File: config.mk
export PLATFORM = sky130hd
export DESIGN_NAME = motor_watchdog
export DESIGN_NICKNAME = d
export VERILOG_FILES = /design/src/motor_cfg_pkg.sv /design/src/motor_watchdog.sv
export SDC_FILE = /design/constraint.sdc
export NUM_CORES = 1
export LEC_CHECK = 0
export BUFFER_PORTS_ARGS = -buffer_cell sky130_fd_sc_hd__buf_2
export CORE_ASPECT_RATIO = 1.25
export CORE_MARGIN = 2
export CORE_UTILIZATION = 50
export CTS_CLUSTER_DIAMETER = 50
export DETAILED_ROUTE_END_ITERATION = 12
export GPL_TIMING_DRIVEN = 0
export PLACE_DENSITY = 0.81
export SLEW_MARGIN = 25
export SYNTH_ARGS = -nofsm -noshare
export SYNTH_HDL_FRONTEND = slang
export SYNTH_SLANG_ARGS = --single-unit
File: constraint.sdc
create_clock -name sysclk -period 1.95 [get_ports sysclk]
set_input_delay 0.4875 -clock sysclk [delete_from_list [all_inputs] [get_ports sysclk]]
set_output_delay 0.4875 -clock sysclk [all_outputs]
set_load 0.1 [all_outputs]
File: src/motor_cfg_pkg.sv
// Motor constants and types for four wheel motors with hall and encoder bits ordered as named
`default_nettype none

package motor_cfg_pkg;

    // Four wheel motors, one encoder each
    localparam int NUM_MOTORS = 4;

    // Duty cycle resolution sets the PWM frame length in sysclk cycles
    localparam int DUTY_WIDTH = 10;
    localparam int PWM_PERIOD = 1 << DUTY_WIDTH;

    localparam int ENC_COUNT_WIDTH = 16;

    // Watchdog advances once every 4 sysclk
    localparam int WDT_PRESCALE_WIDTH = 2;
    localparam int WDT_COUNT_WIDTH = 16;

    // Hall code reads as {a, b, c}
    typedef struct packed {
        logic a;
        logic b;
        logic c;
    } hall_t;

    typedef struct packed {
        logic a;
        logic b;
    } enc_t;

    // High and low side gate per phase
    typedef struct packed {
        logic ah;
        logic al;
        logic bh;
        logic bl;
        logic ch;
        logic cl;
    } phase_t;

    typedef logic [DUTY_WIDTH-1:0] duty_t;
    typedef logic [ENC_COUNT_WIDTH-1:0] enc_count_t;

endpackage

`default_nettype wire

File: src/motor_watchdog.sv
// Motor watchdog that trips after about 4 x 65535 sysclk without a host clear or enable change
`timescale 1ns/1ps
`default_nettype none

module motor_watchdog import motor_cfg_pkg::*; (
    input  wire                        sysclk,
    input  wire                        watchdog_timer_reset_flag,
    input  wire                        clear_i,
    input  wire                        motors_en_i,
    output logic [WDT_COUNT_WIDTH-1:0] count_o,
    output logic                       trip_o
);

    logic [WDT_PRESCALE_WIDTH-1:0] prescale_q;
    logic                          en_q;
    logic                          restart;
    logic                          tick;

    // Any enable toggle counts as host activity
    assign restart = clear_i || (motors_en_i != en_q);
    assign tick    = &prescale_q;

    always_ff @(posedge sysclk) begin
        if (watchdog_timer_reset_flag) begin
            prescale_q <= '0;
            en_q       <= 1'b0;
            count_o    <= '0;
            trip_o     <= 1'b0;
        end else begin
            en_q   <= motors_en_i;
            trip_o <= 1'b0;
            if (restart) begin
                prescale_q <= '0;
                count_o    <= '0;
            end else begin
                prescale_q <= prescale_q + 1'b1;
                if (tick) begin
                    if (&count_o) begin
                        // Expiry pulse, then a fresh period
                        trip_o  <= 1'b1;
                        count_o <= '0;
                    end else begin
                        count_o <= count_o + 1'b1;
                    end
                end
            end
        end
    end

endmodule

`default_nettype wire

==> reports/metrics.cfg <==
[routing]
top_layer=met4
met2_length_um=874
routed_via_density=5.53
routed-wl-met3_um=72
wl_met1_um=751
via_count=757
wl_um=1730
drt-initial-drc-count=8
wl_per_cell_um=12.7
antenna_left=0
drt_pass1_iterations=4
drc=0

[die]
die_w_um=41.5
fp.coreArea_um2=1600
io_pins=21
rows=16
die_area_um2=2120
die_y_um=50.9
start_util_pct=55.0

[clock_tree]
clk_latency_ns=0.30
clkTransAtPathRegs_ns=0.11
cts_tree=done
cts_buffers=3
numClockSinks=20
htreeDepth=1
cts.path.max_buffers=2
cts_setup_buffers=0
cts_resized=0
cts-root-buf=clkbuf_4
cts_hold_buf=0

[pwr]
pwr_density_cell_nw_per_um2=595
p_total_mw=0.633
power.leakage_nw=0.435
ir_worst_vdd_mv=0.367
p_comb_share_pct=3.3
netSwitchingPower_mw=0.135
p_int_mw=0.498
p_clk_share_pct=32.1
seqPwrFrac_pct=64.6
swShare_pct=21.3

[timing]
timing.final.ws_setup_ns=0.109
finalCriticalPeriod_ns=1.84
hold_viol_final=0
fin_skew_ns=0.00979
slew_headroom_pct=67.6
rsz0062_at_grt=false
fin_tns_setup_ns=0
period_share_pct=94.4
tightest_slew_ns=0.489
fmax_ghz=0.543
drv_slew=0
finalSetupViolCount=0
whs_ns=0.335

[finish]
nFillCells=143
finalNonFillerCells=137
postLayoutCellArea_um2=1060
layout.cells.most_common_list=buf_2 (21), nor2_1 (18), dfxtp_2 (14), xnor2_1 (10), nand2_1 (6)
multi_input_area_um2=450
diodes=0
mostFrequentLayoutCell=buf_2
area_growth_pct=20.7
seqCellArea_um2=425
layout-drive-gt1-share_pct=39.5
fin_util_pct=66.4
nets=126

[place]
preCtsSetupSlack_ns=0.0864
dpl.cell_count=133
portBuffers=20
placed_cell_area_um2=1030
place.gp.congestion=0.750
dp_hpwl_um=1280

[yosys]
syn-mean-instance-area_um2=9.27
syn_inst=95
ys_ff_latch=20
synth_nets=101
mappedNetlistArea_um2=881
ys_types=24
yosysSeqAreaShare_pct=45.5
ys_warn_count=0

[global_route]
grt-ovfl-total=0
grt_pass1_vias=709
grt_pass1_wl_um=2890
antenna_found_initial=0
grt_max_degree=12
grt_usage_pct=17.8

[job]
drv_cap=0

[critical_path]
crit_path_start_kind=flop
cp.arrival_ns=2.04
critPathKind=reg -> reg
cp_data_required_time_ns=2.15
path_max_fanout=6
end_kind=flop

[min_path]
hold_class=in -> reg

[run_status]
status=completed

-- registers in the layout (all words and copies together), names as in the netlist --
signal	cells
count_o	16
trip_o	1
en_q	1
prescale_q	2
-- power groups by stage --
stage | registers, mW | clock network (mW) | logic [mW]
2_1_floorplan | 0.418 | 0 | 0.0148
4_1_cts | 0.409 | 0.211 | 0.0217
3_5_place_dp | 0.418 | 0 | 0.0215
6_report | 0.409 | 0.203 | 0.0211
5_1_grt | 0.409 | 0.224 | 0.0238
3_3_place_gp | 0.418 | 0 | 0.0205
-- metal layers --
| layer | up-vias | global-route usage, % |
|---|---|---|
| met5 | - | 0 |
| met4 | 0 | 10.8 |
| met3 | 6 | 2.83 |
| met2 | 24 | 31.8 |
| met1 | 353 | 19.7 |
| li1 | 374 | - |
-- logic make-up (layout without fill, tap and decap cells) --
group | count (synthesis) | in the layout | synth area share [%]
buffers and inverters | 6 | 30 | 4.40
AO/OA/AOI/OAI | 2 | 2 | 1.14
AND/OR/NAND/NOR | 49 | 49 | 29.8
flip-flops | 20 | 20 | 45.5
adder cells (fa/ha/maj) | 2 | 2 | 2.84
multiplexers | 2 | 2 | 2.41
XOR/XNOR | 14 | 14 | 13.9
-- critical path, cell delays in order (launching register included) --
cell	delay [ns]
dfxtp_1	0.34
ha_1	0.15
buf_2	0.18
nand4_2	0.19
nor4_4	0.34
and3_1	0.20
mux2_2	0.33
-- final timing paths --
| kind | startpoint | to | slack [ns] | cells past startpoint |
|---|---|---|---|---|
| min | watchdog_timer_reset_flag | en_q | 0.33 | 2 |
| max | prescale_q[0] | count_o[15] | 0.11 | 6 |
| min reg2reg | prescale_q[0] | prescale_q[0] | 0.42 | 1 |
| max reg2reg | prescale_q[0] | count_o[15] | 0.11 | 6 |
-- Yosys cell counts, drive strengths merged --
| library cell | count | area share [%] |
|---|---|---|
| a21oi | 1 | 0.57 |
| and3 | 1 | 0.71 |
| buf | 3 | 3.1 |
| dfxtp | 20 | 45 |
| ha | 2 | 2.8 |
| inv | 3 | 1.3 |
| mux2 | 1 | 1.3 |
| mux2i | 1 | 1.1 |
| nand2 | 6 | 2.6 |
| nand3 | 2 | 1.1 |
| nand4 | 7 | 6.4 |
| nor2 | 18 | 7.7 |
| nor2b | 1 | 0.71 |
| nor3 | 3 | 1.7 |
| nor3b | 1 | 0.85 |
| nor4 | 6 | 5.0 |
| o21ai | 1 | 0.57 |
| or2 | 1 | 0.99 |
| or3 | 3 | 2.1 |
| xnor2 | 10 | 9.9 |
| xor2 | 4 | 4.0 |
-- layout make-up --
class / instances / share of cell area [%]
Buffer: 3 / 2.59
Clock buffer: 4 / 2.47
Inverter: 3 / 1.06
Multi-Input combinational cell: 69 / 42.4
Sequential cell: 20 / 40.0
Tap cell: 18 / 2.12
Timing Repair Buffer: 20 / 9.41
Note: power is estimated with default switching activity, not from simulation.
