`config.mk`:
```
export PLATFORM = sky130hd
export DESIGN_NAME = pin_sync
export DESIGN_NICKNAME = d
export VERILOG_FILES = /design/src/motor_cfg_pkg.sv /design/src/pin_sync.sv
export SDC_FILE = /design/constraint.sdc
export NUM_CORES = 1
export LEC_CHECK = 0
export BUFFER_PORTS_ARGS = -buffer_cell sky130_fd_sc_hd__buf_2
export CELL_PAD_IN_SITES_DETAIL_PLACEMENT = 0
export CELL_PAD_IN_SITES_GLOBAL_PLACEMENT = 1
export CORE_UTILIZATION = 38
export DETAILED_ROUTE_END_ITERATION = 10
export PLACE_DENSITY_LB_ADDON = 0.1
export SLEW_MARGIN = 30
export SYNTH_ARGS = -nofsm -noshare
export SYNTH_HDL_FRONTEND = slang
export SYNTH_SLANG_ARGS = --single-unit
```
`constraint.sdc`:
```
create_clock -name sysclk -period 2.4 [get_ports sysclk]
set_clock_uncertainty 0.2 [all_clocks]
set_input_delay 0.72 -clock sysclk [delete_from_list [all_inputs] [get_ports sysclk]]
set_output_delay 0.72 -clock sysclk [all_outputs]
set_load 0.05 [all_outputs]
```
`src/motor_cfg_pkg.sv`:
```
// Motor constants and types for four wheel motors with hall and encoder bits ordered as named
`default_nettype none

package motor_cfg_pkg;

    // Four wheel motors, one encoder each
    localparam int NUM_MOTORS = 4;

    // Duty cycle resolution sets the PWM frame length in sysclk cycles
    localparam int DUTY_WIDTH = 10;
    localparam int PWM_PERIOD = 1 << DUTY_WIDTH;

    localparam int ENC_COUNT_WIDTH = 16;

    // Watchdog advances once every 4 sysclk
    localparam int WDT_PRESCALE_WIDTH = 2;
    localparam int WDT_COUNT_WIDTH = 16;

    // Hall code reads as {a, b, c}
    typedef struct packed {
        logic a;
        logic b;
        logic c;
    } hall_t;

    typedef struct packed {
        logic a;
        logic b;
    } enc_t;

    // High and low side gate per phase
    typedef struct packed {
        logic ah;
        logic al;
        logic bh;
        logic bl;
        logic ch;
        logic cl;
    } phase_t;

    typedef logic [DUTY_WIDTH-1:0] duty_t;
    typedef logic [ENC_COUNT_WIDTH-1:0] enc_count_t;

endpackage

`default_nettype wire

```
`src/pin_sync.sv`:
```
// Two flop synchronizer for all asynchronous input pins so every output lags its pin by 2 sysclk
`timescale 1ns/1ps
`default_nettype none

module pin_sync import motor_cfg_pkg::*; (
    input  wire                           sysclk,
    input  wire                           watchdog_timer_reset_flag,
    input  wire hall_t [NUM_MOTORS-1:0]   hall_i,
    input  wire enc_t  [NUM_MOTORS-1:0]   enc_i,
    input  wire                           sck_i,
    input  wire                           mosi_i,
    input  wire                           ncs_i,
    output hall_t      [NUM_MOTORS-1:0]   hall_o,
    output enc_t       [NUM_MOTORS-1:0]   enc_o,
    output logic                          sck_o,
    output logic                          mosi_o,
    output logic                          ncs_o
);

    // All pins travel together through both stages
    typedef struct packed {
        hall_t [NUM_MOTORS-1:0] hall;
        enc_t  [NUM_MOTORS-1:0] enc;
        logic                   sck;
        logic                   mosi;
        logic                   ncs;
    } pins_t;

    pins_t pins_in;
    pins_t meta_q;
    pins_t sync_q;

    assign pins_in = {hall_i, enc_i, sck_i, mosi_i, ncs_i};

    always_ff @(posedge sysclk) begin
        if (watchdog_timer_reset_flag) begin
            meta_q     <= '0;
            sync_q     <= '0;
            // Chip select idles deselected
            meta_q.ncs <= 1'b1;
            sync_q.ncs <= 1'b1;
        end else begin
            meta_q <= pins_in;
            sync_q <= meta_q;
        end
    end

    assign hall_o = sync_q.hall;
    assign enc_o  = sync_q.enc;
    assign sck_o  = sync_q.sck;
    assign mosi_o = sync_q.mosi;
    assign ncs_o  = sync_q.ncs;

endmodule

`default_nettype wire

```
==> impl_metrics.yaml <==
yosys:
  ys_types: 5
  synthTopCellsByCount: "dfxtp_1 (46), nor2b_1 (44), buf_2 (3), or2_1 (2), buf_4 (1)"
  ys_seq_elements: 46
  synth_area_leader_cell: "dfxtp_1"
  synthMuxAreaShare_pct: 0
  yosys.area_share.simple_pct: 23.4
  synthXorXnorAreaFrac_pct: 0
  ys.flop_type: "dfxtp_1"
  synth_edf_count: 0
  syn_area_per_cell_um2: 12.8
  syn_area_mm2: 0.00123
  synth_compound_area_share_pct: 0
  yosysTopAreaCellShare_pct: 74.8
  seq_area_frac_synth_pct: 74.8
  synth_fa_ha_area_share_pct: 0
  postSynthCellCount: 96
  async_reset_ff_share_pct: 0
  syn-num-nets: 121
  ys.warnings.count: 0
  synth_top_family_by_area: "simple AND/OR/NAND/NOR gates"
  yosysMostFrequentCell: "dfxtp_1"
  synthTopCellsByArea: "dfxtp_1 (75%), nor2b_1 (22%), buf_2 (1.2%), or2_1 (1.0%), buf_4 (0.61%)"
sta:
  tightest_slew_ns: 0.290
  hold_ws_ns: 0.226
  maxSlewHeadroom_pct: 80.7
  slew_viol_final: 0
  fin_crit_sh_pct: 77.1
  rsz0062_at_grt: "false"
  final-hold-violation-count: 0
  period_needed_ns: 1.85
  finalSetupViolations: 0
  fin_setup_tns_ns: 0
  max_freq_ghz: 0.541
setup_path:
  crit_path_max_fanout: 1
  crit_slowest_cell: "dfxtp_1"
  crit_arrival_ns: 0.93
  worstPathRequired_ns: 1.48
  worstPathBufferInverterCount: 1
  slowest_delay_ns: 0.33
  crit_path_start_kind: "flop"
  end_kind: "output pin"
  path_class: "reg2out"
  crit_chain: "buf_2"
  path_delay_family: "flip-flops"
die:
  core.rowCount: 20
  initial_core_util_pct: 40.3
  die_area_mm2: 0.00347
  coreArea_mm2: 0.00305
  die_x_um: 58.9
  die_h_um: 58.9
  io_pins: 48
global_route:
  grt_pass1_vias: 686
  grt-ovfl-total: 0
  grt_max_degree: 29
  grt_pass1_wl_um: 2770
  grtUsageTotal_pct: 11.5
  antenna_found_initial: 0
layout:
  num-nets-final: 172
  n_fill_cell: 292
  diodes: 0
  synthToLayoutAreaGrowth_pct: 26.0
  drive_above_1_share_pct: 36.1
clock_tree:
  cts_inserted_buffers: 5
  clock_latency_ns: 0.34
  clock_path_buffers: 2
  cts_tree: "done"
  clk_root_buffer_cell: "clkbuf_4"
  ctsHoldBuffers: 0
  cts_sinks: 46
  cts.clk_slew.worst_paths_ns: 0.11
  cts_resized: 0
  htreeDepth: 2
  cts_setup_buffers: 0
power_and_ir_drop:
  p_leak_nw: 0.722
  powerDensity_mw_per_mm2: 804
  peakVddDrop_mv: 0.346
detailed_routing:
  detail_route.wl_per_cell_um: 8.73
  routed_via_density: 3.91
  routed_wl_um: 1670
  drt_iter0_markers: 9
  drcViolationCount: 0
  vias: 747
  firstDrtPassIters: 4
  ant_nets: 0
run:
  maxCapViolations: 0
place:
  port_buffers: 47
  place_congestion: 0.593
  hpwl_um: 1160
min_path:
  hold_class: "reg2reg"
run_status:
  status: "finished clean"
==> layer usage <==
layer	global-route usage, %	routed length, um	vias up
met1	12.3	735	323
li1	-	-	386
met3	6.81	161	5
met4	8.16	50	0
met2	16.7	719	33
met5	0	0	-
==> layout make-up <==
| class | instances | area (um^2) | share of cell area (%) |
|---|---|---|---|
| Tap cell | 44 | 55.1 | 3.55 |
| Clock buffer | 7 | 45.0 | 2.90 |
| Multi-Input combinational cell | 46 | 288 | 18.5 |
| Sequential cell | 46 | 921 | 59.4 |
| Timing Repair Buffer | 48 | 243 | 15.6 |
==> placed cells by master (no fill, tap or decap) <==
| cell | count |
|---|---|
| buf_2 | 47 |
| buf_4 | 1 |
| clkbuf_1 | 2 |
| clkbuf_4 | 5 |
| dfxtp_1 | 46 |
| nor2b_1 | 44 |
| or2_1 | 2 |
==> where the power goes <==
part	leakage (nW)	switching [mW]	internal (mW)	total (mW)
logic	0.316	0.0796	0.0424	0.122
clock network	0.0254	0.210	0.111	0.320
registers	0.381	0.00683	0.799	0.805
==> final timing paths <==
path                        startpoint                to  slack (ns)  cells past startpoint
setup / recovery  hall_o[9]$_SDFF_PP0_         hall_o[9]        0.55                      1
hold / removal    meta_q[0]$_SDFF_PP1_  ncs_o$_SDFF_PP1_        0.23                      1
setup reg to reg  meta_q[0]$_SDFF_PP1_  ncs_o$_SDFF_PP1_        1.60                      1
hold reg to reg   meta_q[0]$_SDFF_PP1_  ncs_o$_SDFF_PP1_        0.23                      1
==> cells by family (layout without fill, tap and decap cells) <==
logic type / after synthesis / in the layout
buffers and inverters: 4 / 55
flip-flops: 46 / 46
AND/OR/NAND/NOR: 46 / 46
==> state kept, by name, indices dropped and copies added, names as in the netlist <==
register	flops
meta_q	23
ncs_o	1
hall_o	12
mosi_o	1
sck_o	1
enc_o	8
==> per-stage QoR <==
| stage | area, um^2 | std cells | setup slack, ns | total power, mW | utilization (%) |
|---|---|---|---|---|---|
| detailed placement | 1510 | 184 | 0.625 | 0.947 | 49.3 |
| global route | 1550 | 191 | 0.481 | 1.31 | 50.8 |
| global placement | 1510 | 184 | 0.663 | 0.945 | 49.3 |
| floorplan | 1230 | 96 | 0.893 | 0.909 | - |
| finish | 1550 | 191 | 0.550 | 1.25 | 50.8 |
| CTS | 1550 | 191 | 0.513 | 1.27 | 50.8 |
Note: power is estimated with default switching activity, not from simulation.
