`src/host_proto_pkg.sv`:
```
// Host SPI protocol definitions with bit 7 of the command byte selecting read and 12 byte frames
`default_nettype none

package host_proto_pkg;

    localparam int SPI_BYTE_WIDTH = 8;

    // Response and request buffers share one length
    localparam int RES_BUF_LEN = 12;

    // Byte counter saturates at the buffer length
    localparam int BYTE_CNT_WIDTH = $clog2(RES_BUF_LEN + 1);

    // Hall health bits carried in the status byte
    localparam int STATUS_HALL_BITS = 4;

    // Pattern for unknown reads, easy to spot on a scope
    localparam logic [SPI_BYTE_WIDTH-1:0] FILL_BYTE = 8'hAA;

    typedef logic [SPI_BYTE_WIDTH-1:0] spi_byte_t;

    typedef enum logic [SPI_BYTE_WIDTH-2:0] {
        CMD_UPDATE_MTRS     = 7'h00,
        CMD_ENCODER_COUNT   = 7'h11,
        CMD_DUTY_CYCLE      = 7'h13,
        CMD_TOGGLE_MOTOR_EN = 7'h30
    } cmd_op_e;

    typedef enum logic {
        CMD_WRITE = 1'b0,
        CMD_READ  = 1'b1
    } cmd_rw_e;

    // First response byte of every transfer
    typedef struct packed {
        logic                        motors_en;
        logic                        wdt_tripped;
        logic [1:0]                  zero;
        logic [STATUS_HALL_BITS-1:0] hall_ok;
    } status_t;

endpackage

`default_nettype wire

```
`src/spi_byte_slave.sv`:
```
// Mode 0 SPI slave byte shifter on synchronized pins that needs an sck half period of 8 sysclk
`timescale 1ns/1ps
`default_nettype none

module spi_byte_slave import host_proto_pkg::*; (
    input  wire            sysclk,
    input  wire            watchdog_timer_reset_flag,
    input  wire            sck_i,
    input  wire            mosi_i,
    input  wire            ncs_i,
    input  wire spi_byte_t tx_byte_i,
    output spi_byte_t      rx_byte_o,
    output logic           byte_done_o,
    output logic           start_o,
    output logic           end_o,
    output logic           miso_o
);

    logic                          sck_q;
    logic                          ncs_q;
    logic [$clog2(SPI_BYTE_WIDTH)-1:0] bit_cnt;
    logic                          reload_q;
    spi_byte_t                     rx_sr;
    spi_byte_t                     tx_sr;
    logic                          sck_rise;
    logic                          sck_fall;

    // Edges from one cycle delayed copies
    assign sck_rise = ~ncs_i & sck_i & ~sck_q;
    assign sck_fall = ~ncs_i & ~sck_i & sck_q;
    assign start_o  = ncs_q & ~ncs_i;
    assign end_o    = ~ncs_q & ncs_i;

    always_ff @(posedge sysclk) begin
        if (watchdog_timer_reset_flag) begin
            sck_q       <= 1'b0;
            ncs_q       <= 1'b1;
            bit_cnt     <= '0;
            byte_done_o <= 1'b0;
            reload_q    <= 1'b0;
        end else begin
            sck_q       <= sck_i;
            ncs_q       <= ncs_i;
            byte_done_o <= 1'b0;
            // Engine advances its byte counter on byte_done, so reload one cycle later
            reload_q    <= byte_done_o;
            if (start_o) begin
                bit_cnt <= '0;
            end else if (sck_rise) begin
                bit_cnt <= bit_cnt + 1'b1;
                if (&bit_cnt) begin
                    byte_done_o <= 1'b1;
                end
            end
        end
    end

    // Shift registers carry data only
    always_ff @(posedge sysclk) begin
        if (sck_rise) begin
            rx_sr <= {rx_sr[SPI_BYTE_WIDTH-2:0], mosi_i};
        end
        if (start_o || reload_q) begin
            tx_sr <= tx_byte_i;
        end else if (sck_fall && bit_cnt != '0) begin
            // The fall after the last bit keeps the freshly loaded MSB on the line
            tx_sr <= {tx_sr[SPI_BYTE_WIDTH-2:0], 1'b0};
        end
    end

    // Receive register holds the full byte until the next rising sck
    assign rx_byte_o = rx_sr;
    assign miso_o    = tx_sr[SPI_BYTE_WIDTH-1];

endmodule

`default_nettype wire
```
`config.mk`:
```
export PLATFORM = sky130hd
export DESIGN_NAME = spi_byte_slave
export DESIGN_NICKNAME = d
export VERILOG_FILES = /design/src/host_proto_pkg.sv /design/src/spi_byte_slave.sv
export SDC_FILE = /design/constraint.sdc
export NUM_CORES = 1
export LEC_CHECK = 0
export BUFFER_PORTS_ARGS = -buffer_cell sky130_fd_sc_hd__buf_4
export CORE_MARGIN = 2
export CORE_UTILIZATION = 49
export CTS_CLUSTER_DIAMETER = 150
export DETAILED_ROUTE_END_ITERATION = 7
export GPL_ROUTABILITY_DRIVEN = 0
export PLACE_DENSITY = 0.83
export SETUP_SLACK_MARGIN = 0.2
export SLEW_MARGIN = 20
export SYNTH_ARGS = -nofsm -noshare
export SYNTH_HDL_FRONTEND = slang
export SYNTH_SLANG_ARGS = --single-unit
```
`constraint.sdc`:
```
create_clock -name sysclk -period 1.8 [get_ports sysclk]
set_input_delay 0.36 -clock sysclk [delete_from_list [all_inputs] [get_ports sysclk]]
set_output_delay 0.36 -clock sysclk [all_outputs]
set_load 0.02 [all_outputs]
```
==> flow_summary.json <==
{
  "cts_hold_buf": 0,
  "run_status": "finished clean",
  "utilization": 0.6688,
  "grt_overflow": 0,
  "layout_commonest_cell": "buf_4",
  "place_area_um2": 1154,
  "seqCellArea_um2": 620.6,
  "endpoint_kind": "output port",
  "fin_crit_sh": 0.8069,
  "first_pass_iters": 1,
  "wire_per_inst_um": 13.42,
  "initial_core_util": 0.5298,
  "yosysWarnings": 0,
  "placementRows": 15,
  "io_buffers": 24,
  "required_ps": 1440,
  "finClkSkew_ps": 1.191,
  "crit_chain": "nor2b_4, buf_4",
  "post_cts_resized": 0,
  "top_usage_layer": "met2",
  "crit_type": "register to output port",
  "clockBufferDepth": 2,
  "hold_class": "primary input to register",
  "clockRootBuffer": "clkbuf_4",
  "met3_usage": 0.03774,
  "ys_seq_elements": 23,
  "syn-num-nets": 71,
  "io_pins": 25,
  "grt_pass1_wl_mm": 2.139,
  "grt_use_total": 0.1514,
  "antenna_found_initial": 0,
  "drv_slew": 0,
  "grt_pass1_vias": 456,
  "drive_gt1_frac": 0.4881,
  "min_period_ps": 1452,
  "dp_hpwl_mm": 1.138,
  "wirelength_mm": 1.463,
  "maxCapViolations": 0,
  "worst_slew_pin_slew_ps": 339.2,
  "synth_cell_type_count": 18,
  "core_area_um2": 1764,
  "htree_num_levels": 1,
  "clock-sinks": 23,
  "avgViaCountPerCell": 4.606,
  "layout_common_cells": "buf_4, edfxtp_1, mux2_4, dfxtp_1, nor2b_1",
  "path_clk_slew_ps": 110,
  "slowest_stage": "dfxtp_1",
  "slowest_delay_ps": 360,
  "fmax_mhz": 688.5,
  "cts_made_buffers": 3,
  "ant_nets": 0,
  "vdd_drop_max_uv": 441.1,
  "grt_max_degree": 13,
  "final.setup.tns_ps": 0,
  "hold_viol": 0,
  "setup-violations-final": 0,
  "clock_latency_ps": 300,
  "finalInstanceArea_um2": 1180,
  "tritoncts": "yes",
  "relSlewSlack": 0.7736,
  "multiInputGateArea_um2": 306.5,
  "rsz0062_at_grt": "false",
  "die_x_um": 47.68,
  "fin_nets": 101,
  "initialDrtViolationCount": 0,
  "num_antenna_cells": 0,
  "worstPathMaxFanout": 4,
  "grt.met2_usage": 0.2378,
  "synthCells": 55,
  "fp.dieArea_um2": 2273,
  "area_delta_synth_final_pct": 26.24,
  "syn_avg_cell_area_um2": 16.99,
  "die_h_um": 47.68,
  "synthesis.area_um2": 934.6,
  "remaining_drc_errors": 0,
  "cts_setup_buffers": 0,
  "crit_arrival_ps": 1090,
  "p_leak_nw": 0.5040,
  "cp-start-kind": "register",
  "n_fill_cell": 147,
  "use_met1": 0.1789,
  "yosysSeqAreaShare": 0.6640,
  "power_density_nw_per_um2": 799.8,
  "vias": 502
}
[state kept, by name, indices dropped and copies added, names as in the netlist]
| signal | count |
|---|---|
| tx_sr | 8 |
| sck_q | 1 |
| bit_cnt | 3 |
| byte_done_o | 1 |
| reload_q | 1 |
| ncs_q | 1 |
| rx_byte_o | 8 |
[synth_stat cells, drive strengths merged]
master  instances  area share
and4bb          1       0.013
dfxtp           7        0.15
edfxtp         16        0.51
ha              3       0.040
inv             2      0.0080
mux2            7        0.11
mux2i           2       0.021
nand2           1      0.0040
nand2b          1      0.0067
nand3           1      0.0053
nor2            5       0.040
nor2b           5       0.041
nor3b           1       0.020
or2             2       0.013
xnor2           1      0.0094
[stage by stage]
step           power (mW)  instances  hold slack (ps)  setup slack (ps)
2_1_floorplan      0.6775         55            431.6             561.6
3_3_place_gp       0.7239        105            435.1             442.6
3_5_place_dp       0.7286        105            435.7             392.9
4_1_cts            0.9537        109            222.1             339.0
5_1_grt            0.9778        109            216.3             282.9
6_report           0.9437        109            231.1             347.5
[kinds of logic after synthesis]
| kind of cell | count (synthesis) | synth area share |
|---|---|---|
| xor gates and xnor gates | 1 | 0.009373 |
| adders and majority gates | 3 | 0.04016 |
| buffers and inverters | 2 | 0.008035 |
| DFF | 23 | 0.6640 |
| muxes | 9 | 0.1339 |
| and+or+nand+nor | 17 | 0.1446 |
[metal layers]
layer  wire length, µm  part of all wire
met1               661              0.45
met2               696              0.48
met3                65             0.044
met4                39             0.027
met5                 0                 0
[power by group]
group          switching [mW]  internal (mW)  leakage (nW)
clock network           0.142         0.0866        0.0150
logic                  0.0521         0.0644         0.278
registers             0.00880          0.590         0.211
total                   0.203          0.741         0.504
[layout make-up]
type | count | area share
clock buffer | 4 | 0.02227
inverter | 2 | 0.006363
multi-input combinational | 30 | 0.2598
sequential | 23 | 0.5260
tap | 25 | 0.02651
timing repair buffer | 25 | 0.1591
[path summary, 6_finish.rpt]
path / end / from / cells past startpoint / slack (ps)
setup / recovery: start_o / ncs_q / 2 / 350
hold / removal: rx_byte_o[0] / mosi_i / 1 / 230
setup reg to reg: tx_sr[3] / bit_cnt[0] / 5 / 460
hold reg to reg: rx_byte_o[3] / rx_byte_o[2] / 0 / 470
[critical path, delay by kind of cell, from the launching register on]
family | cells | cell delay (ps)
buffers and inverters | 1 | 180
AND/OR/NAND/NOR | 1 | 250
flip-flops | 1 | 360
(Power assumes the default switching activity.)
