--- config.mk ---
export PLATFORM = sky130hd
export DESIGN_NAME = quad_encoder_counter
export DESIGN_NICKNAME = d
export VERILOG_FILES = /design/src/motor_cfg_pkg.sv /design/src/quad_encoder_counter.sv
export SDC_FILE = /design/constraint.sdc
export NUM_CORES = 1
export LEC_CHECK = 0
export ABC_AREA = 0
export BUFFER_PORTS_ARGS = -buffer_cell sky130_fd_sc_hd__buf_2
export CAP_MARGIN = 40
export CORE_ASPECT_RATIO = 0.6
export CORE_MARGIN = 2
export CORE_UTILIZATION = 45
export DETAILED_ROUTE_END_ITERATION = 8
export PLACE_DENSITY = 0.66
export SLEW_MARGIN = 20
export SYNTH_ARGS = -nofsm -noshare
export SYNTH_HDL_FRONTEND = slang
export SYNTH_SLANG_ARGS = --single-unit
--- constraint.sdc ---
create_clock -name sysclk -period 2.42 [get_ports sysclk]
set_input_delay 0.242 -clock sysclk [delete_from_list [all_inputs] [get_ports sysclk]]
set_output_delay 0.242 -clock sysclk [all_outputs]
set_load 0.005 [all_outputs]
--- src/motor_cfg_pkg.sv ---
// Motor constants and types for four wheel motors with hall and encoder bits ordered as named
`default_nettype none

package motor_cfg_pkg;

    // Four wheel motors, one encoder each
    localparam int NUM_MOTORS = 4;

    // Duty cycle resolution sets the PWM frame length in sysclk cycles
    localparam int DUTY_WIDTH = 10;
    localparam int PWM_PERIOD = 1 << DUTY_WIDTH;

    localparam int ENC_COUNT_WIDTH = 16;

    // Watchdog advances once every 4 sysclk
    localparam int WDT_PRESCALE_WIDTH = 2;
    localparam int WDT_COUNT_WIDTH = 16;

    // Hall code reads as {a, b, c}
    typedef struct packed {
        logic a;
        logic b;
        logic c;
    } hall_t;

    typedef struct packed {
        logic a;
        logic b;
    } enc_t;

    // High and low side gate per phase
    typedef struct packed {
        logic ah;
        logic al;
        logic bh;
        logic bl;
        logic ch;
        logic cl;
    } phase_t;

    typedef logic [DUTY_WIDTH-1:0] duty_t;
    typedef logic [ENC_COUNT_WIDTH-1:0] enc_count_t;

endpackage

`default_nettype wire

--- src/quad_encoder_counter.sv ---
// X4 quadrature counter on synchronized inputs where a two bit jump is dropped without a count
`timescale 1ns/1ps
`default_nettype none

module quad_encoder_counter import motor_cfg_pkg::*; (
    input  wire        sysclk,
    input  wire        watchdog_timer_reset_flag,
    input  wire enc_t  enc_i,
    input  wire        clear_i,
    output enc_count_t count_o
);

    enc_t enc_q;
    logic step;
    logic up;

    // Exactly one of A and B changed
    assign step = (enc_i.a ^ enc_q.a) ^ (enc_i.b ^ enc_q.b);
    // A leading B counts up
    assign up   = enc_i.a ^ enc_q.b;

    always_ff @(posedge sysclk) begin
        if (watchdog_timer_reset_flag) begin
            // Track the current pins so leaving reset makes no step
            enc_q   <= enc_i;
            count_o <= '0;
        end else begin
            enc_q <= enc_i;
            if (clear_i) begin
                count_o <= '0;
            end else if (step) begin
                // Wraps at 16 bits in both directions
                count_o <= up ? count_o + 1'b1 : count_o - 1'b1;
            end
        end
    end

endmodule

`default_nettype wire

==> flow_summary.yaml, run 1 <==
worst_hold_path:
  min_path_cells: 1
  hold_class: "in2reg"
synth:
  ys.flop_type: "dfxtp_1"
  seq_area_frac_synth_pct: 28.89
  async_flop_share_pct: 0
  syn_area_mm2: 0.001247
  ys_warn_count: 0
  yosys-top-cells-area: "dfxtp_1 (29%), nor2_1 (6.9%), xnor2_1 (4.9%), nand4_1 (4.5%), nor3_1 (4.0%)"
  synth_top_area_share_pct: 28.89
  synth_commonest_cells: "nor2_1 (23), dfxtp_1 (18), nand2_1 (10), nor3_1 (10), nand4_1 (9)"
  ys_ff_latch: 18
  avgSynthCellArea_um2: 7.797
  synth_edf_count: 0
  syn_inst: 160
  yosys.area.top_type: "dfxtp_1"
  synth_fp_nets: 166
  synth.most_common_cell: "nor2_1"
  synth_cell_types: 46
drt:
  wl_met3_um: 305
  wl_per_cell_um: 15.64
  first_pass_iters: 4
  drt-met1-wl_um: 1602
  route.detailed.drc: 0
  antenna_left: 0
  highest_layer: "met4"
  drtIter0Drc: 100
  drt_wl_total_um: 3284
  dr_wl_met2_um: 1354
  vias_per_cell: 6.319
  vias: 1327
clock_network:
  cts_tree: "done"
  insertion_delay_ns: 0.26
  cts_buffers: 3
  clock-root-buffer: "clkbuf_8"
  clock-sinks: 18
  clock_path_buffers: 2
  htreeDepth: 1
  ctsHoldBuffers: 0
  postCtsSetupBuffers: 0
  post_cts_resized: 0
  path_clk_slew_ns: 0.07
worst_setup_path:
  critPathCaptureType: "flop"
  cp-start-kind: "flop"
  cp_top_family: "compound AO/OA/AOI/OAI gates"
  cpPeakStageDelay_ns: 0.39
  critPathSlowestCell: "dfxtp_1"
  crit_fanout: 6
  crit_type: "reg2reg"
  crit_chain: "xor2_2 -> xnor2_1 -> ha_1 -> nor3_1 -> o21bai_1 -> a31oi_2 -> a221oi_1 -> a31oi_1"
  arrival_ns: 2.30
  cp.buffers_inverters: 0
  reg2reg_depth: 8
  required_ns: 2.55
  cp_num_cells: 8
sta:
  setup_viol: 0
  maxSlewViolCount: 0
  hold_slack_ns: 0.1450
  worst_slew_pin_slew_ns: 0.6195
  rsz0062_at_grt: "no"
  fmax_mhz: 460.6
  timing.final.crit_share_pct: 89.71
  totalNegativeSetupSlack_ns: 0
  maxSlewHeadroom_pct: 58.55
  fin_skew_ns: 0.004361
  hold_viol: 0
  min_period_ns: 2.171
placement:
  gp_congestion: 0.8619
  dp_hpwl_um: 2456
  port-buffer-count: 20
flow_run:
  cap_violations: 0
power:
  vdd_drop_max_mv: 0.4074
  leakagePower_nw: 0.5323
  total_power_w: 0.001025
  powerDensity_mw_per_mm2: 717.0
status:
  status: "finished clean"
global_routing:
  track_usage_pct: 21.35
  grt_overflow: 0
  grt_max_degree: 17
  grt_pass1_vias: 1104
  antenna_found_initial: 0
  grt_pass1_wl_um: 5292
finish:
  fillers: 247
  drive_gt1_share_pct: 20.22
  antenna-diode-count: 0
  syn2layout_area_growth_pct: 14.54
  nNetsFinal: 185
  final_core_util_pct: 55.49
floorplan:
  die_area_mm2: 0.003223
  row_count: 14
  core_mm2: 0.002575
  initial_core_util_pct: 48.45
  ioPinCount: 21
  die_w_um: 71.97
  die_h_um: 44.79
==> per-stage QoR <==
| stage | setup slack (ns) | area [µm²] | std cells |
|---|---|---|---|
| after floorplan | 0.2741 | 1247 | 160 |
| after global placement | 0.3967 | 1374 | 206 |
| after detailed placement | 0.2477 | 1374 | 206 |
| after CTS | 0.2492 | 1429 | 210 |
| after global routing | 0.05600 | 1429 | 210 |
| final | 0.2489 | 1429 | 210 |
==> layer usage <==
metal | vias up | global-route usage [%]
met5 | - | 0
li1 | 633 | -
met4 | 0 | 5.283
met2 | 71 | 31.11
met1 | 617 | 31.19
met3 | 6 | 6.027
==> worst reg2reg max path, delay by kind of cell (launching register included) <==
kind | cells | cell delay [ns]
flops | 1 | 0.39
simple gates | 1 | 0.08
xor+xnor | 2 | 0.33
compound gates | 4 | 0.97
fa+ha+maj | 1 | 0.28
==> sequential cells by signal, indices dropped and copies added, names as in the netlist <==
signal   flops
enc_q        2
count_o     16
==> path summary, 6_finish.rpt <==
path	from	end	slack [ns]
max	enc_q[0]	count_o[12]	0.25
min	enc_i[0]	enc_q[0]	0.14
max reg2reg	enc_q[0]	count_o[12]	0.25
min reg2reg	count_o[15]	count_o[15]	0.47
==> cell type report <==
type                       count  area, µm²  area share (%)
sequential                    18      360.3           25.22
timing repair buffer          24      130.1           9.107
inverter                       1      3.754          0.2627
tap                           32      40.04           2.802
clock buffer                   4      55.05           3.853
multi-input combinational    131      839.6           58.76
==> logic make-up (layout without fill, tap and decap cells) <==
| family | after synthesis | in the layout | synth area share, % |
|---|---|---|---|
| and+or+nand+nor | 84 | 84 | 37.51 |
| DFF | 18 | 18 | 28.89 |
| muxes | 2 | 2 | 1.705 |
| buffers and inverters | 11 | 29 | 3.810 |
| adders and majority gates | 1 | 1 | 1.003 |
| AOI/OAI and AO/OA | 32 | 32 | 17.45 |
| xor gates and xnor gates | 12 | 12 | 9.629 |
==> cell usage in the layout (no fill, tap or decap), drive strengths merged, types with 2 or more instances in the layout <==
cell,Yosys,layout
nand3,6,6
nand4b,2,2
nand2b,2,2
and2,2,2
or4,2,2
nand2,10,10
a21oi,5,5
a221oi,3,3
dfxtp,18,18
a22oi,2,2
nand4,9,9
buf,6,24
o21ai,9,9
xnor2,7,7
xor2,5,5
nor2,23,23
nor3b,2,2
or2,2,2
a31oi,4,4
nor4,5,5
a211o,3,3
and3,3,3
nor3,10,10
clkbuf,4,4
==> where the power goes <==
group	switching [W]	internal, W	leakage, nW
clock	0.000109	0.000145	0.0288
combinational	0.000190	0.000159	0.356
sequential	0.0000819	0.000339	0.147
total	0.000381	0.000644	0.532
Power figures use the tool's default switching activity.
==> run 2, diff against run 1 <==
Settings changed: BUFFER_PORTS_ARGS -buffer_cell sky130_fd_sc_hd__buf_2 to not set, DONT_BUFFER_PORTS set to 1, PLACE_DENSITY 0.66 to not set.
==> run 2 against run 1 <==
Compared with the run above: core utilization decreased by 3.4 points; non-clock buffer count down 17; global-route usage increased by 0.55 points; first-iteration DRC count grew 56%; total power shrank 7.5%; routed wire length fell by 2.5%; sequential power up 3%; worst hold slack better by 0.19 ns; critical path depth fell by 1; setup slack improved by 0.058 ns; critical path type unchanged; critical endpoint is now count_o[8].
==> flow_summary.yaml, run 2 (synthesized netlist as in run 1, its figures left out) <==
status:
  status: "finished clean"
sta:
  maxSlewHeadroom_pct: 55.72
  maxSlewViolCount: 0
  worst_slew_pin_slew_ns: 0.6595
  fin_skew_ns: 0.001704
  hold_viol: 0
  setup_viol: 0
  rsz0062_at_grt: "no"
  setup_ws_ns: 0.3073
  min_period_ns: 2.113
  totalNegativeSetupSlack_ns: 0
  fmax_mhz: 473.3
  timing.final.crit_share_pct: 87.30
drt:
  drtIter0Drc: 156
  vias_per_cell: 6.307
  first_pass_iters: 5
  wl_per_cell_um: 16.67
  vias: 1211
  drt_wl_total_um: 3201
  route.detailed.drc: 0
  antenna_left: 0
placement:
  gp_congestion: 0.8635
  dp_cells: 187
  port-buffer-count: 0
  dp_hpwl_um: 2356
  post-place-ws_ns: 0.3731
finish:
  largest-register: "count_o"
  reg.largest.list: "count_o: 16 flops, enc_q: 2 flops"
  multiInputGateArea_um2: 839.6
  largest_reg_flops: 16
  fin_cells: 192
  seqCellArea_um2: 360.3
  nNetsFinal: 168
  mostFrequentLayoutCells: "nor2_1 (23), dfxtp_1 (18), nand2_1 (10), nor3_1 (10), nand4_1 (9)"
  antenna-diode-count: 0
  final_core_util_pct: 52.14
  drive_gt1_share_pct: 10.00
  syn2layout_area_growth_pct: 7.623
  fillers: 252
  final_common_cell: "nor2_1"
clock_network:
  insertion_delay_ns: 0.25
  clock_path_buffers: 2
  path_clk_slew_ns: 0.07
  cts_buffers: 3
  htreeDepth: 1
  cts_tree: "done"
  clock-root-buffer: "clkbuf_8"
  postCtsSetupBuffers: 0
  clock-sinks: 18
worst_setup_path:
  critPathLaunch: "count_o[1]"
  crit_fanout: 10
  rr_startpoint: "count_o[1]"
  cp-start-kind: "flop"
  critPathCaptureType: "flop"
  crit_type: "reg2reg"
  required_ns: 2.54
  arrival_ns: 2.24
global_routing:
  grt_pass1_wl_um: 5375
  grt_overflow: 0
  grt_max_degree: 15
  antenna_found_initial: 0
  track_usage_pct: 21.90
  grt_pass1_vias: 1039
floorplan:
  ioPinCount: 21
  row_count: 14
  die_area_mm2: 0.003223
  die_h_um: 44.79
  initial_core_util_pct: 48.45
  die_w_um: 71.97
  core_mm2: 0.002575
power:
  leakagePower_nw: 0.4373
  total_power_w: 0.0009480
  vdd_drop_max_mv: 0.4114
  powerDensity_mw_per_mm2: 706.2
flow_run:
  cap_violations: 0
worst_hold_path:
  hold_start: "watchdog_timer_reset_flag"
  hold_class: "in2reg"
## run 2: layout make-up
cell class | count | area share [%]
Clock buffer | 3 | 3.075
Inverter | 1 | 0.2796
Multi-Input combinational cell | 131 | 62.53
Sequential cell | 18 | 26.84
Tap cell | 32 | 2.982
Timing Repair Buffer | 7 | 4.287
## run 2: power breakdown
group / leakage [nW] / internal, W / switching [W]
Sequential: 0.147 / 0.000339 / 0.0000957
Combinational: 0.268 / 0.000136 / 0.000168
Clock: 0.0216 / 0.000111 / 0.0000986
Total: 0.437 / 0.000586 / 0.000362
## run 2: worst max-delay path, cell delays in order, from the launching register on
cell and delay [ns]:
dfxtp_1 0.54, xnor2_1 0.13, ha_1 0.25, and2_1 0.19, or2_1 0.25, and4_4 0.22
a221oi_1 0.33, a31oi_1 0.07
## run 2: final timing paths
kind / end / slack [ns] / cells after the start
setup / recovery: count_o[8] / 0.31 / 7
hold / removal: count_o[0] / 0.33 / 3
setup reg to reg: count_o[8] / 0.31 / 7
hold reg to reg: count_o[15] / 0.50 / 2
## run 2: per-stage QoR
stage / area (µm²) / hold slack (ns)
floorplan: 1247 / 0.2697
global placement: 1281 / 0.2700
detailed placement: 1281 / 0.2699
CTS: 1323 / 0.001403
global route: 1343 / 0.3403
finish: 1343 / 0.3342
## run 2: what timing repair did
item                                   4_1_cts  5_1_grt
hold buffers                                 0        2
endpoints found under the hold margin        0        2
resized for setup                            0        0
## run 2: per-layer routing
layer / share of wire (%) / track usage, % / vias to the layer above
met1: 48 / 33.11 / 553
met4: 0.37 / 3.396 / 0
met3: 13 / 7.143 / 2
li1: - / - / 594
met2: 39 / 30.56 / 62
met5: 0 / 0 / -
