<file path="src/motor_cfg_pkg.sv">
// Motor constants and types for four wheel motors with hall and encoder bits ordered as named
`default_nettype none

package motor_cfg_pkg;

    // Four wheel motors, one encoder each
    localparam int NUM_MOTORS = 4;

    // Duty cycle resolution sets the PWM frame length in sysclk cycles
    localparam int DUTY_WIDTH = 10;
    localparam int PWM_PERIOD = 1 << DUTY_WIDTH;

    localparam int ENC_COUNT_WIDTH = 16;

    // Watchdog advances once every 4 sysclk
    localparam int WDT_PRESCALE_WIDTH = 2;
    localparam int WDT_COUNT_WIDTH = 16;

    // Hall code reads as {a, b, c}
    typedef struct packed {
        logic a;
        logic b;
        logic c;
    } hall_t;

    typedef struct packed {
        logic a;
        logic b;
    } enc_t;

    // High and low side gate per phase
    typedef struct packed {
        logic ah;
        logic al;
        logic bh;
        logic bl;
        logic ch;
        logic cl;
    } phase_t;

    typedef logic [DUTY_WIDTH-1:0] duty_t;
    typedef logic [ENC_COUNT_WIDTH-1:0] enc_count_t;

endpackage

`default_nettype wire

</file>
<file path="src/bldc_commutator.sv">
// Six step commutation for one motor with high side PWM and all gates off for halls 000 and 111
`timescale 1ns/1ps
`default_nettype none

module bldc_commutator import motor_cfg_pkg::*; (
    input  wire        sysclk,
    input  wire        watchdog_timer_reset_flag,
    input  wire hall_t hall_i,
    input  wire duty_t duty_i,
    input  wire        en_i,
    output phase_t     phase_o,
    output logic       hall_ok_o
);

    duty_t pwm_cnt;
    logic  pwm_on;

    // Free running PWM frame
    always_ff @(posedge sysclk) begin
        if (watchdog_timer_reset_flag) begin
            pwm_cnt <= '0;
        end else if (pwm_cnt == duty_t'(PWM_PERIOD - 1)) begin
            pwm_cnt <= '0;
        end else begin
            pwm_cnt <= pwm_cnt + 1'b1;
        end
    end

    assign pwm_on    = pwm_cnt < duty_i;
    // All zeros or all ones means a missing or shorted sensor
    assign hall_ok_o = (hall_i != 3'b000) && (hall_i != 3'b111);

    // Source high side chops while the sink low side stays on
    always_comb begin
        phase_o = '0;
        case (hall_i)
            3'b101: begin
                phase_o.ah = pwm_on;
                phase_o.bl = 1'b1;
            end
            3'b100: begin
                phase_o.ah = pwm_on;
                phase_o.cl = 1'b1;
            end
            3'b110: begin
                phase_o.bh = pwm_on;
                phase_o.cl = 1'b1;
            end
            3'b010: begin
                phase_o.bh = pwm_on;
                phase_o.al = 1'b1;
            end
            3'b011: begin
                phase_o.ch = pwm_on;
                phase_o.al = 1'b1;
            end
            3'b001: begin
                phase_o.ch = pwm_on;
                phase_o.bl = 1'b1;
            end
            default: phase_o = '0;
        endcase
        if (!en_i) begin
            phase_o = '0;
        end
    end

endmodule

`default_nettype wire

</file>
<file path="config.mk">
export PLATFORM = sky130hd
export DESIGN_NAME = bldc_commutator
export DESIGN_NICKNAME = d
export VERILOG_FILES = /design/src/motor_cfg_pkg.sv /design/src/bldc_commutator.sv
export SDC_FILE = /design/constraint.sdc
export NUM_CORES = 1
export LEC_CHECK = 0
export ABC_AREA = 1
export BUFFER_PORTS_ARGS = -buffer_cell sky130_fd_sc_hd__buf_2
export CAP_MARGIN = 20
export CORE_MARGIN = 3
export CORE_UTILIZATION = 53
export DETAILED_ROUTE_END_ITERATION = 10
export GPL_ROUTABILITY_DRIVEN = 0
export GPL_TIMING_DRIVEN = 0
export PLACE_DENSITY = 0.82
export SLEW_MARGIN = 5
export SYNTH_ARGS = -nofsm -noshare
export SYNTH_HDL_FRONTEND = slang
export SYNTH_SLANG_ARGS = --single-unit
export TNS_END_PERCENT = 100
</file>
<file path="constraint.sdc">
create_clock -name sysclk -period 2.13 [get_ports sysclk]
set_clock_uncertainty 0.2 [all_clocks]
set_input_delay 0.213 -clock sysclk [delete_from_list [all_inputs] [get_ports sysclk]]
set_output_delay 0.213 -clock sysclk [all_outputs]
set_load 0.01 [all_outputs]
</file>
==> results of run 1 <==
-- worst max-delay path by stage --
| stage | end | slack (ns) | cells past startpoint |
|---|---|---|---|
| 2_1_floorplan | phase_o[1] | 0.54 | 8 |
| 3_3_place_gp | phase_o[1] | 0.45 | 9 |
| 3_5_place_dp | phase_o[3] | 0.38 | 9 |
| 4_1_cts | phase_o[3] | 0.1 | 9 |
| 5_1_grt | phase_o[3] | 0.02 | 9 |
| 6_report | phase_o[3] | 0.18 | 6 |
-- per-stage QoR --
step                utilization, %  setup slack, ns  hold slack, ns  total power [W]
finish                        69.3            0.181          0.0806         0.000386
CTS                           69.1           0.0968          0.0798         0.000391
detailed placement            67.5            0.377           0.267         0.000270
floorplan                        -            0.543           0.230         0.000240
global route                  69.3           0.0200          0.0997         0.000410
global placement              67.5            0.447           0.251         0.000266
-- layer usage --
layer | global-route usage [%] | vias up
li1 | - | 413
met4 | 9.04 | 0
met3 | 2.85 | 4
met5 | 0 | -
met2 | 31.1 | 22
met1 | 20.5 | 335
-- cell families (layout without fill, tap and decap cells) --
kind of cell,Yosys count,after routing,synth area share (%)
AND/OR/NAND/NOR,59,59,34.1
flip-flops,10,10,25.6
adder cells (fa/ha/maj),10,10,16.0
buffers and inverters,24,49,11.5
XOR/XNOR,4,4,4.48
AO/OA/AOI/OAI,9,9,8.32
-- cell type report --
class	count	area [µm²]	area share, %
multi-input cells	82	492	52.5
flip-flops and latches	10	203	21.7
inverters	24	90.1	9.63
clock buffers	3	22.5	2.41
well taps	15	18.8	2.01
repair buffers	22	110	11.8
-- worst max-delay path, stage by stage, from the launching register on --
cell and delay (ns):
dfxtp_1 0.38, ha_1 0.26, a21o_1 0.18, nor2_1 0.10, nand3_1 0.11, nor2_1 0.11
buf_2 0.14
-- power breakdown --
| part | internal [W] | leakage (nW) | switching [W] |
|---|---|---|---|
| logic | 0.0000319 | 0.411 | 0.0000361 |
| registers | 0.000192 | 0.0822 | 0.00000489 |
| clock network | 0.0000648 | 0.0138 | 0.0000562 |
-- cell usage in the layout (no fill, tap or decap), drive strengths merged --
cell	instances
a21o	1
a21oi	5
buf	22
clkbuf	3
dfxtp	10
ha	10
inv	24
nand2	28
nand3	8
nand3b	1
nand4	2
nor2	16
nor3	3
o21ai	2
o21bai	1
or2	1
xnor2	3
xor2	1
-- timing repair --
action | CTS | global route
setup endpoints to repair | 0 | 3
resized for setup | 0 | 2
hold buffers | 0 | 0
==> results.cfg, run 1 <==
[final_layout]
largest_reg_flops = 10
final_cells = 156
regMostFlops = pwm_cnt
finalInstanceArea_um2 = 936
n_fill_cell = 123
largestRegisters = pwm_cnt (10)
drive_above_1_share_pct = 24.1
final_nets = 169
antenna_cells = 0
syn2layout_area_growth_pct = 19.7

[worst_setup_path]
critPathArrivalTime_ns = 1.54
regToRegSetupSlack_ns = 0.54
cp-end-kind = output pin
crit_fanout = 4
worstSetupStartpoint = pwm_cnt[9]
reg2reg_to = pwm_cnt[5]
r2r-start = pwm_cnt[0]
rr_worst_depth = 6
worstSetupPathType = register to output pin
worst_ep_required_time_ns = 1.72
crit_path_start_kind = register

[timing]
fmax_ghz = 0.513
finalSetupTns_ns = 0
slew_viol_final = 0
relSlewSlack_pct = 81.0
rsz0062_at_grt = false
post-route-period-util_pct = 91.5
worstMarginPinSlew_ns = 0.284
period_minus_slack_ns = 1.95
finalSetupViolations = 0
hold_viol_final = 0

[clock_tree]
htree_levels = 1
cts.sinks = 10
clkSlewWorstSetupHoldPaths_ns = 0.06
insertion_delay_ns = 0.26
cts_made_buffers = 3
clockBufferDepth = 2
cts_tree = built
post_cts_buffers = 0
cts_root_buf = clkbuf_4

[floorplanning]
rows = 13
dieWidth_um = 44.4
start_util_pct = 57.9
ios = 23
coreArea_um2 = 1350
die_h_um = 44.4
dieArea_um2 = 1970

[synth]
synth_seq_area_share_pct = 25.6
synth-seq-cells = 10
syn_inst = 116
syn-num-nets = 142
yosysTopAreaCellShare_pct = 25.6
synth.most_common_cell = nand2_1
synth_edf_count = 0
syn_area_per_cell_um2 = 6.74
async_reset_ff_share_pct = 0
ys.flop_type = dfxtp_1
synth.area.top_cells = dfxtp_1, ha_1, nand2_1
synth_cell_types = 20
yosysTopAreaCell = dfxtp_1
yosys_warnings = 0
yosys-top-cells-count = nand2_1, inv_1, nor2_1
netlist_area_um2 = 782

[flow_run]
maxCapViolCount = 0

[detailed_routing]
drt_iter0_markers = 4
wl_met3_um = 83
route.antenna.remaining_nets = 0
drc_errors = 0
vias_per_cell = 4.96
post_drt_wl_per_cell_um = 9.47
wl_met2_um = 725
met1Wirelength_um = 642
top_layer = met4
num_vias = 774
routed_wl_mm = 1.48
firstDrtPassIters = 3

[global_routing]
antenna_found_initial = 0
grt_pass1_vias = 703
grt_util_all_layers_pct = 17.7
globalRouteOverflowTotal = 0
grt_max_degree = 11
grt_pass1_wl_mm = 2.67

[placement]
place_hpwl_mm = 1.26
dpl.cell_count = 153
dpl_cell_area_um2 = 911
port_buffers = 22

[power_and_ir_drop]
p_per_area_nw_per_um2 = 412
vdd_drop_max_mv = 0.348
power.leakage_nw = 0.507

[min_path]
hold_path.startpoint = watchdog_timer_reset_flag
hold_path_end = pwm_cnt[8]
hp-class = primary input to register
min_path_cells = 3

[outcome]
run_status = finished clean
Note: power is estimated with default switching activity, not from simulation.
==> inputs of run 2 (changes only) <==
Settings changed: CTS_BUF_LIST set to sky130_fd_sc_hd__clkbuf_8.
==> run 2 against run 1 <==
- sequential cell count is the same
- register-to-register slack is essentially flat
- maximum frequency grew 1.3%
- non-clock buffer count is the same
- critical endpoint unchanged
- highest routed layer unchanged
==> results.cfg, run 2 (same netlist as run 1, synthesis figures left out) <==
[outcome]
run_status = finished clean

[detailed_routing]
wl_met3_um = 92
wl_met2_um = 752
met1Wirelength_um = 658
route.antenna.remaining_nets = 0
post_drt_wl_per_cell_um = 9.87
top_layer = met4
drt_iter0_markers = 9
vias_per_cell = 4.95
drc_errors = 0
routed_wl_mm = 1.54
num_vias = 772
firstDrtPassIters = 4

[final_layout]
final_cells = 156
largest_reg_flops = 10
drive_above_1_share_pct = 24.1
finalInstanceArea_um2 = 955
syn2layout_area_growth_pct = 22.1
final_nets = 169
final_common_cell = nand2_1
regMostFlops = pwm_cnt
n_fill_cell = 119
largestRegisters = pwm_cnt (10)
antenna_cells = 0
final_cell_mix = nand2_1, inv_1, buf_2, nor2_1, ha_1

[clock_tree]
cts_made_buffers = 3
clkSlewWorstSetupHoldPaths_ns = 0.05
htree_levels = 1
cts_root_buf = clkbuf_8
cts_tree = built
insertion_delay_ns = 0.23
cts.sinks = 10
clockBufferDepth = 2
postCtsHoldBufs = 0

[timing]
slew_viol_final = 0
worstMarginPinSlew_ns = 0.281
finalSetupViolations = 0
fmax_ghz = 0.520
rsz0062_at_grt = false
period_minus_slack_ns = 1.92
hold_viol_final = 0
post-route-period-util_pct = 90.3
relSlewSlack_pct = 81.2
finalSetupTns_ns = 0

[worst_setup_path]
crit_path_start_kind = register
cp-end-kind = output pin
crit_chain = ha_1, a21o_1, nor2_1, nand3_1, nor2_1, buf_2
worstSetupPathType = register to output pin
crit_fanout = 4
rr_worst_depth = 6
worst_ep_required_time_ns = 1.72
slowest_delay_ns = 0.37
critPathArrivalTime_ns = 1.51
cp_slowest_cell = dfxtp_1
crit_top_cell = nor2_1

[global_routing]
globalRouteOverflowTotal = 0
grt_pass1_wl_mm = 2.71
grt_pass1_vias = 712
grt_max_degree = 11
antenna_found_initial = 0
grt_util_all_layers_pct = 18.1

[floorplanning]
ios = 23
dieWidth_um = 44.4
rows = 13
start_util_pct = 57.9
coreArea_um2 = 1350
dieArea_um2 = 1970
die_h_um = 44.4

[placement]
dpl_cell_area_um2 = 911
dpl.cell_count = 153
port_buffers = 22
place_hpwl_mm = 1.26

[min_path]
min_path_cells = 3
hp-class = primary input to register

[power_and_ir_drop]
p_total_w = 0.000453
vdd_drop_max_mv = 0.422
p_per_area_nw_per_um2 = 475
power.leakage_nw = 0.515

[flow_run]
maxCapViolCount = 0
[run 2: path summary, 6_finish.rpt]
kind | start | slack (ns) | to
worst max-delay path | pwm_cnt[9] | 0.21 | phase_o[3]
worst min register to register | pwm_cnt[0] | 0.27 | pwm_cnt[0]
worst max register to register | pwm_cnt[0] | 0.54 | pwm_cnt[5]
worst min-delay path | watchdog_timer_reset_flag | 0.11 | pwm_cnt[8]
[run 2: per-layer routing]
layer	vias to the layer above	GRT usage [%]
li1	414	-
met1	328	20.3
met2	24	32.6
met3	6	2.85
met4	0	9.04
met5	-	0
[run 2: through the flow]
step,util (%),hold WS (ns),worst slack [ns]
final,70.7,0.109,0.206
after CTS,70.5,0.114,0.133
after global routing,70.7,0.135,0.0536
after global placement,67.5,0.251,0.447
after floorplan,-,0.230,0.543
after detailed placement,67.5,0.267,0.377
[run 2: worst max-delay path, delay by kind of cell (launching register included)]
kind / cells / cell delay [ns]
fa+ha+maj: 1 / 0.27
compound gates: 1 / 0.18
flops: 1 / 0.37
simple gates: 3 / 0.32
buf+inv: 1 / 0.14
[run 2: final cells by class]
class	count	area, µm²	area share (%)
Clock buffer	3	41.3	4.33
Sequential cell	10	203	21.2
Inverter	24	90.1	9.44
Tap cell	15	18.8	1.97
Multi-Input combinational cell	82	492	51.5
Timing Repair Buffer	22	110	11.5
[run 2: report_power, final]
part / switching (W) / internal [W] / total, W / leakage (nW)
Sequential: 0.00000492 / 0.000193 / 0.000198 / 0.0822
Clock: 0.0000644 / 0.000123 / 0.000187 / 0.0216
Combinational: 0.0000361 / 0.0000320 / 0.0000681 / 0.411
Total: 0.000105 / 0.000348 / 0.000453 / 0.515
[run 2: repair_timing]
action | in CTS | in global routing
resized for setup | 0 | 2
setup endpoints to repair | 0 | 3
setup buffers | 0 | 0
==> inputs of run 3 (changes only) <==
--- a/config.mk
+++ b/config.mk
@@ -15,4 +15,5 @@
 export GPL_ROUTABILITY_DRIVEN = 0
 export GPL_TIMING_DRIVEN = 0
+export HOLD_SLACK_MARGIN = 0.02
 export PLACE_DENSITY = 0.82
 export SLEW_MARGIN = 5
==> constraint.sdc (replaced) <==
create_clock -name sysclk -period 2.13 [get_ports sysclk]
set_clock_uncertainty 0.2 [all_clocks]
set_input_delay 0.3195 -clock sysclk [delete_from_list [all_inputs] [get_ports sysclk]]
set_output_delay 0.3195 -clock sysclk [all_outputs]
set_load 0.01 [all_outputs]
==> run 3 against run 2 <==
- final area is 2.9% higher
- combinational power is 3.4% higher
- die area stayed put
- via count is 0.39% higher
- largest power group unchanged
- worst hold slack better by 0.11 ns
- total power is 0.15% higher
- global-route usage stayed put
- sequential power hardly changed
==> results.cfg, run 3 (same netlist as run 1, synthesis figures left out) <==
[outcome]
run_status = finished clean

[clock_tree]
htree_levels = 1
insertion_delay_ns = 0.23
post_cts_buffers = 0
cts.sinks = 10
cts_root_buf = clkbuf_8
clkSlewWorstSetupHoldPaths_ns = 0.05
clockBufferDepth = 2
cts_tree = built
cts_made_buffers = 3

[timing]
period_minus_slack_ns = 2.04
hold_viol_final = 0
finalSetupTns_ns = 0
post-route-period-util_pct = 95.9
worstMarginPinSlew_ns = 0.278
fmax_ghz = 0.490
hold_ws_ns = 0.215
slew_viol_final = 0
finalSetupViolations = 0
relSlewSlack_pct = 81.4
finalWorstSetupSlack_ns = 0.0873

[final_layout]
syn2layout_area_growth_pct = 25.6
largest_reg_flops = 10
final_cells = 156
largestRegisters = pwm_cnt (10)
regMostFlops = pwm_cnt
final_common_cell = nand2_1
final_cell_mix = nand2_1, inv_1, buf_2, nor2_1, ha_1
drive_above_1_share_pct = 28.4
final_nets = 169
n_fill_cell = 114
antenna_cells = 0

[worst_setup_path]
rr_worst_depth = 6
critPathArrivalTime_ns = 1.52
crit_path_start_kind = register
cp-end-kind = output pin
worst_ep_required_time_ns = 1.61
crit_fanout = 4
worstSetupPathType = register to output pin
regToRegSetupSlack_ns = 0.55

[power_and_ir_drop]
power.leakage_nw = 0.524
p_total_w = 0.000454
p_per_area_nw_per_um2 = 462
vdd_drop_max_mv = 0.422

[floorplanning]
dieWidth_um = 44.4
ios = 23
die_h_um = 44.4
dieArea_um2 = 1970
coreArea_um2 = 1350
start_util_pct = 57.9
rows = 13

[global_routing]
grt_max_degree = 11
antenna_found_initial = 0
grt_pass1_vias = 712
grt_pass1_wl_mm = 2.71
grt_util_all_layers_pct = 18.1
globalRouteOverflowTotal = 0

[detailed_routing]
drc_errors = 0
post_drt_wl_per_cell_um = 10.1
routed_wl_mm = 1.58
num_vias = 775
vias_per_cell = 4.97
drt_iter0_markers = 9
firstDrtPassIters = 4
route.antenna.remaining_nets = 0

[placement]
dpl.cell_count = 153
port_buffers = 22
place_hpwl_mm = 1.26
post-place-ws_ns = 0.228

[min_path]
min_path_cells = 3
hp-class = primary input to register

[flow_run]
maxCapViolCount = 0
## run 3: cell counts in the layout (fill, tap and decap cells not counted)
Identical to the previous run, type by type.
## run 3: what timing repair did
action	in CTS	in global routing
hold buffers	0	0
endpoints found under the setup margin	0	3
resized for setup	0	9
## run 3: final cells by class
cell class | instances | area [µm²] | area share, %
Timing Repair Buffer | 22 | 110 | 11.2
Inverter | 24 | 90.1 | 9.17
Clock buffer | 3 | 41.3 | 4.20
Multi-Input combinational cell | 82 | 514 | 52.4
Sequential cell | 10 | 208 | 21.1
Tap cell | 15 | 18.8 | 1.91
## run 3: metrics by stage
stage / cell area [µm²] / util (%)
CTS: 952 / 70.5
detailed placement: 911 / 67.5
global placement: 911 / 67.5
global route: 982 / 72.8
floorplan: 782 / -
finish: 982 / 72.8
## run 3: path summary, 6_finish.rpt
check / to / from
max: phase_o[3] / pwm_cnt[9]
min: pwm_cnt[8] / watchdog_timer_reset_flag
max reg2reg: pwm_cnt[5] / pwm_cnt[0]
min reg2reg: pwm_cnt[0] / pwm_cnt[0]
## run 3: where the power goes
part	switching, W	internal [W]
clock	0.0000640	0.000123
combinational	0.0000374	0.0000330
sequential	0.00000492	0.000191
## run 3: per-layer routing
metal,vias up,global-route usage (%),part of all wire (%)
li1,415,-,-
met1,331,20.3,41
met2,25,32.6,50
met3,4,2.85,7.0
met4,0,9.04,1.7
met5,-,0,0
## run 3: critical path, cell delays in order, from the launching register on
cell and delay, ns:
dfxtp_2 0.33, ha_1 0.30, a21o_1 0.18, nor2_1 0.13, nand3_2 0.11, nor2_2 0.11, buf_2 0.13
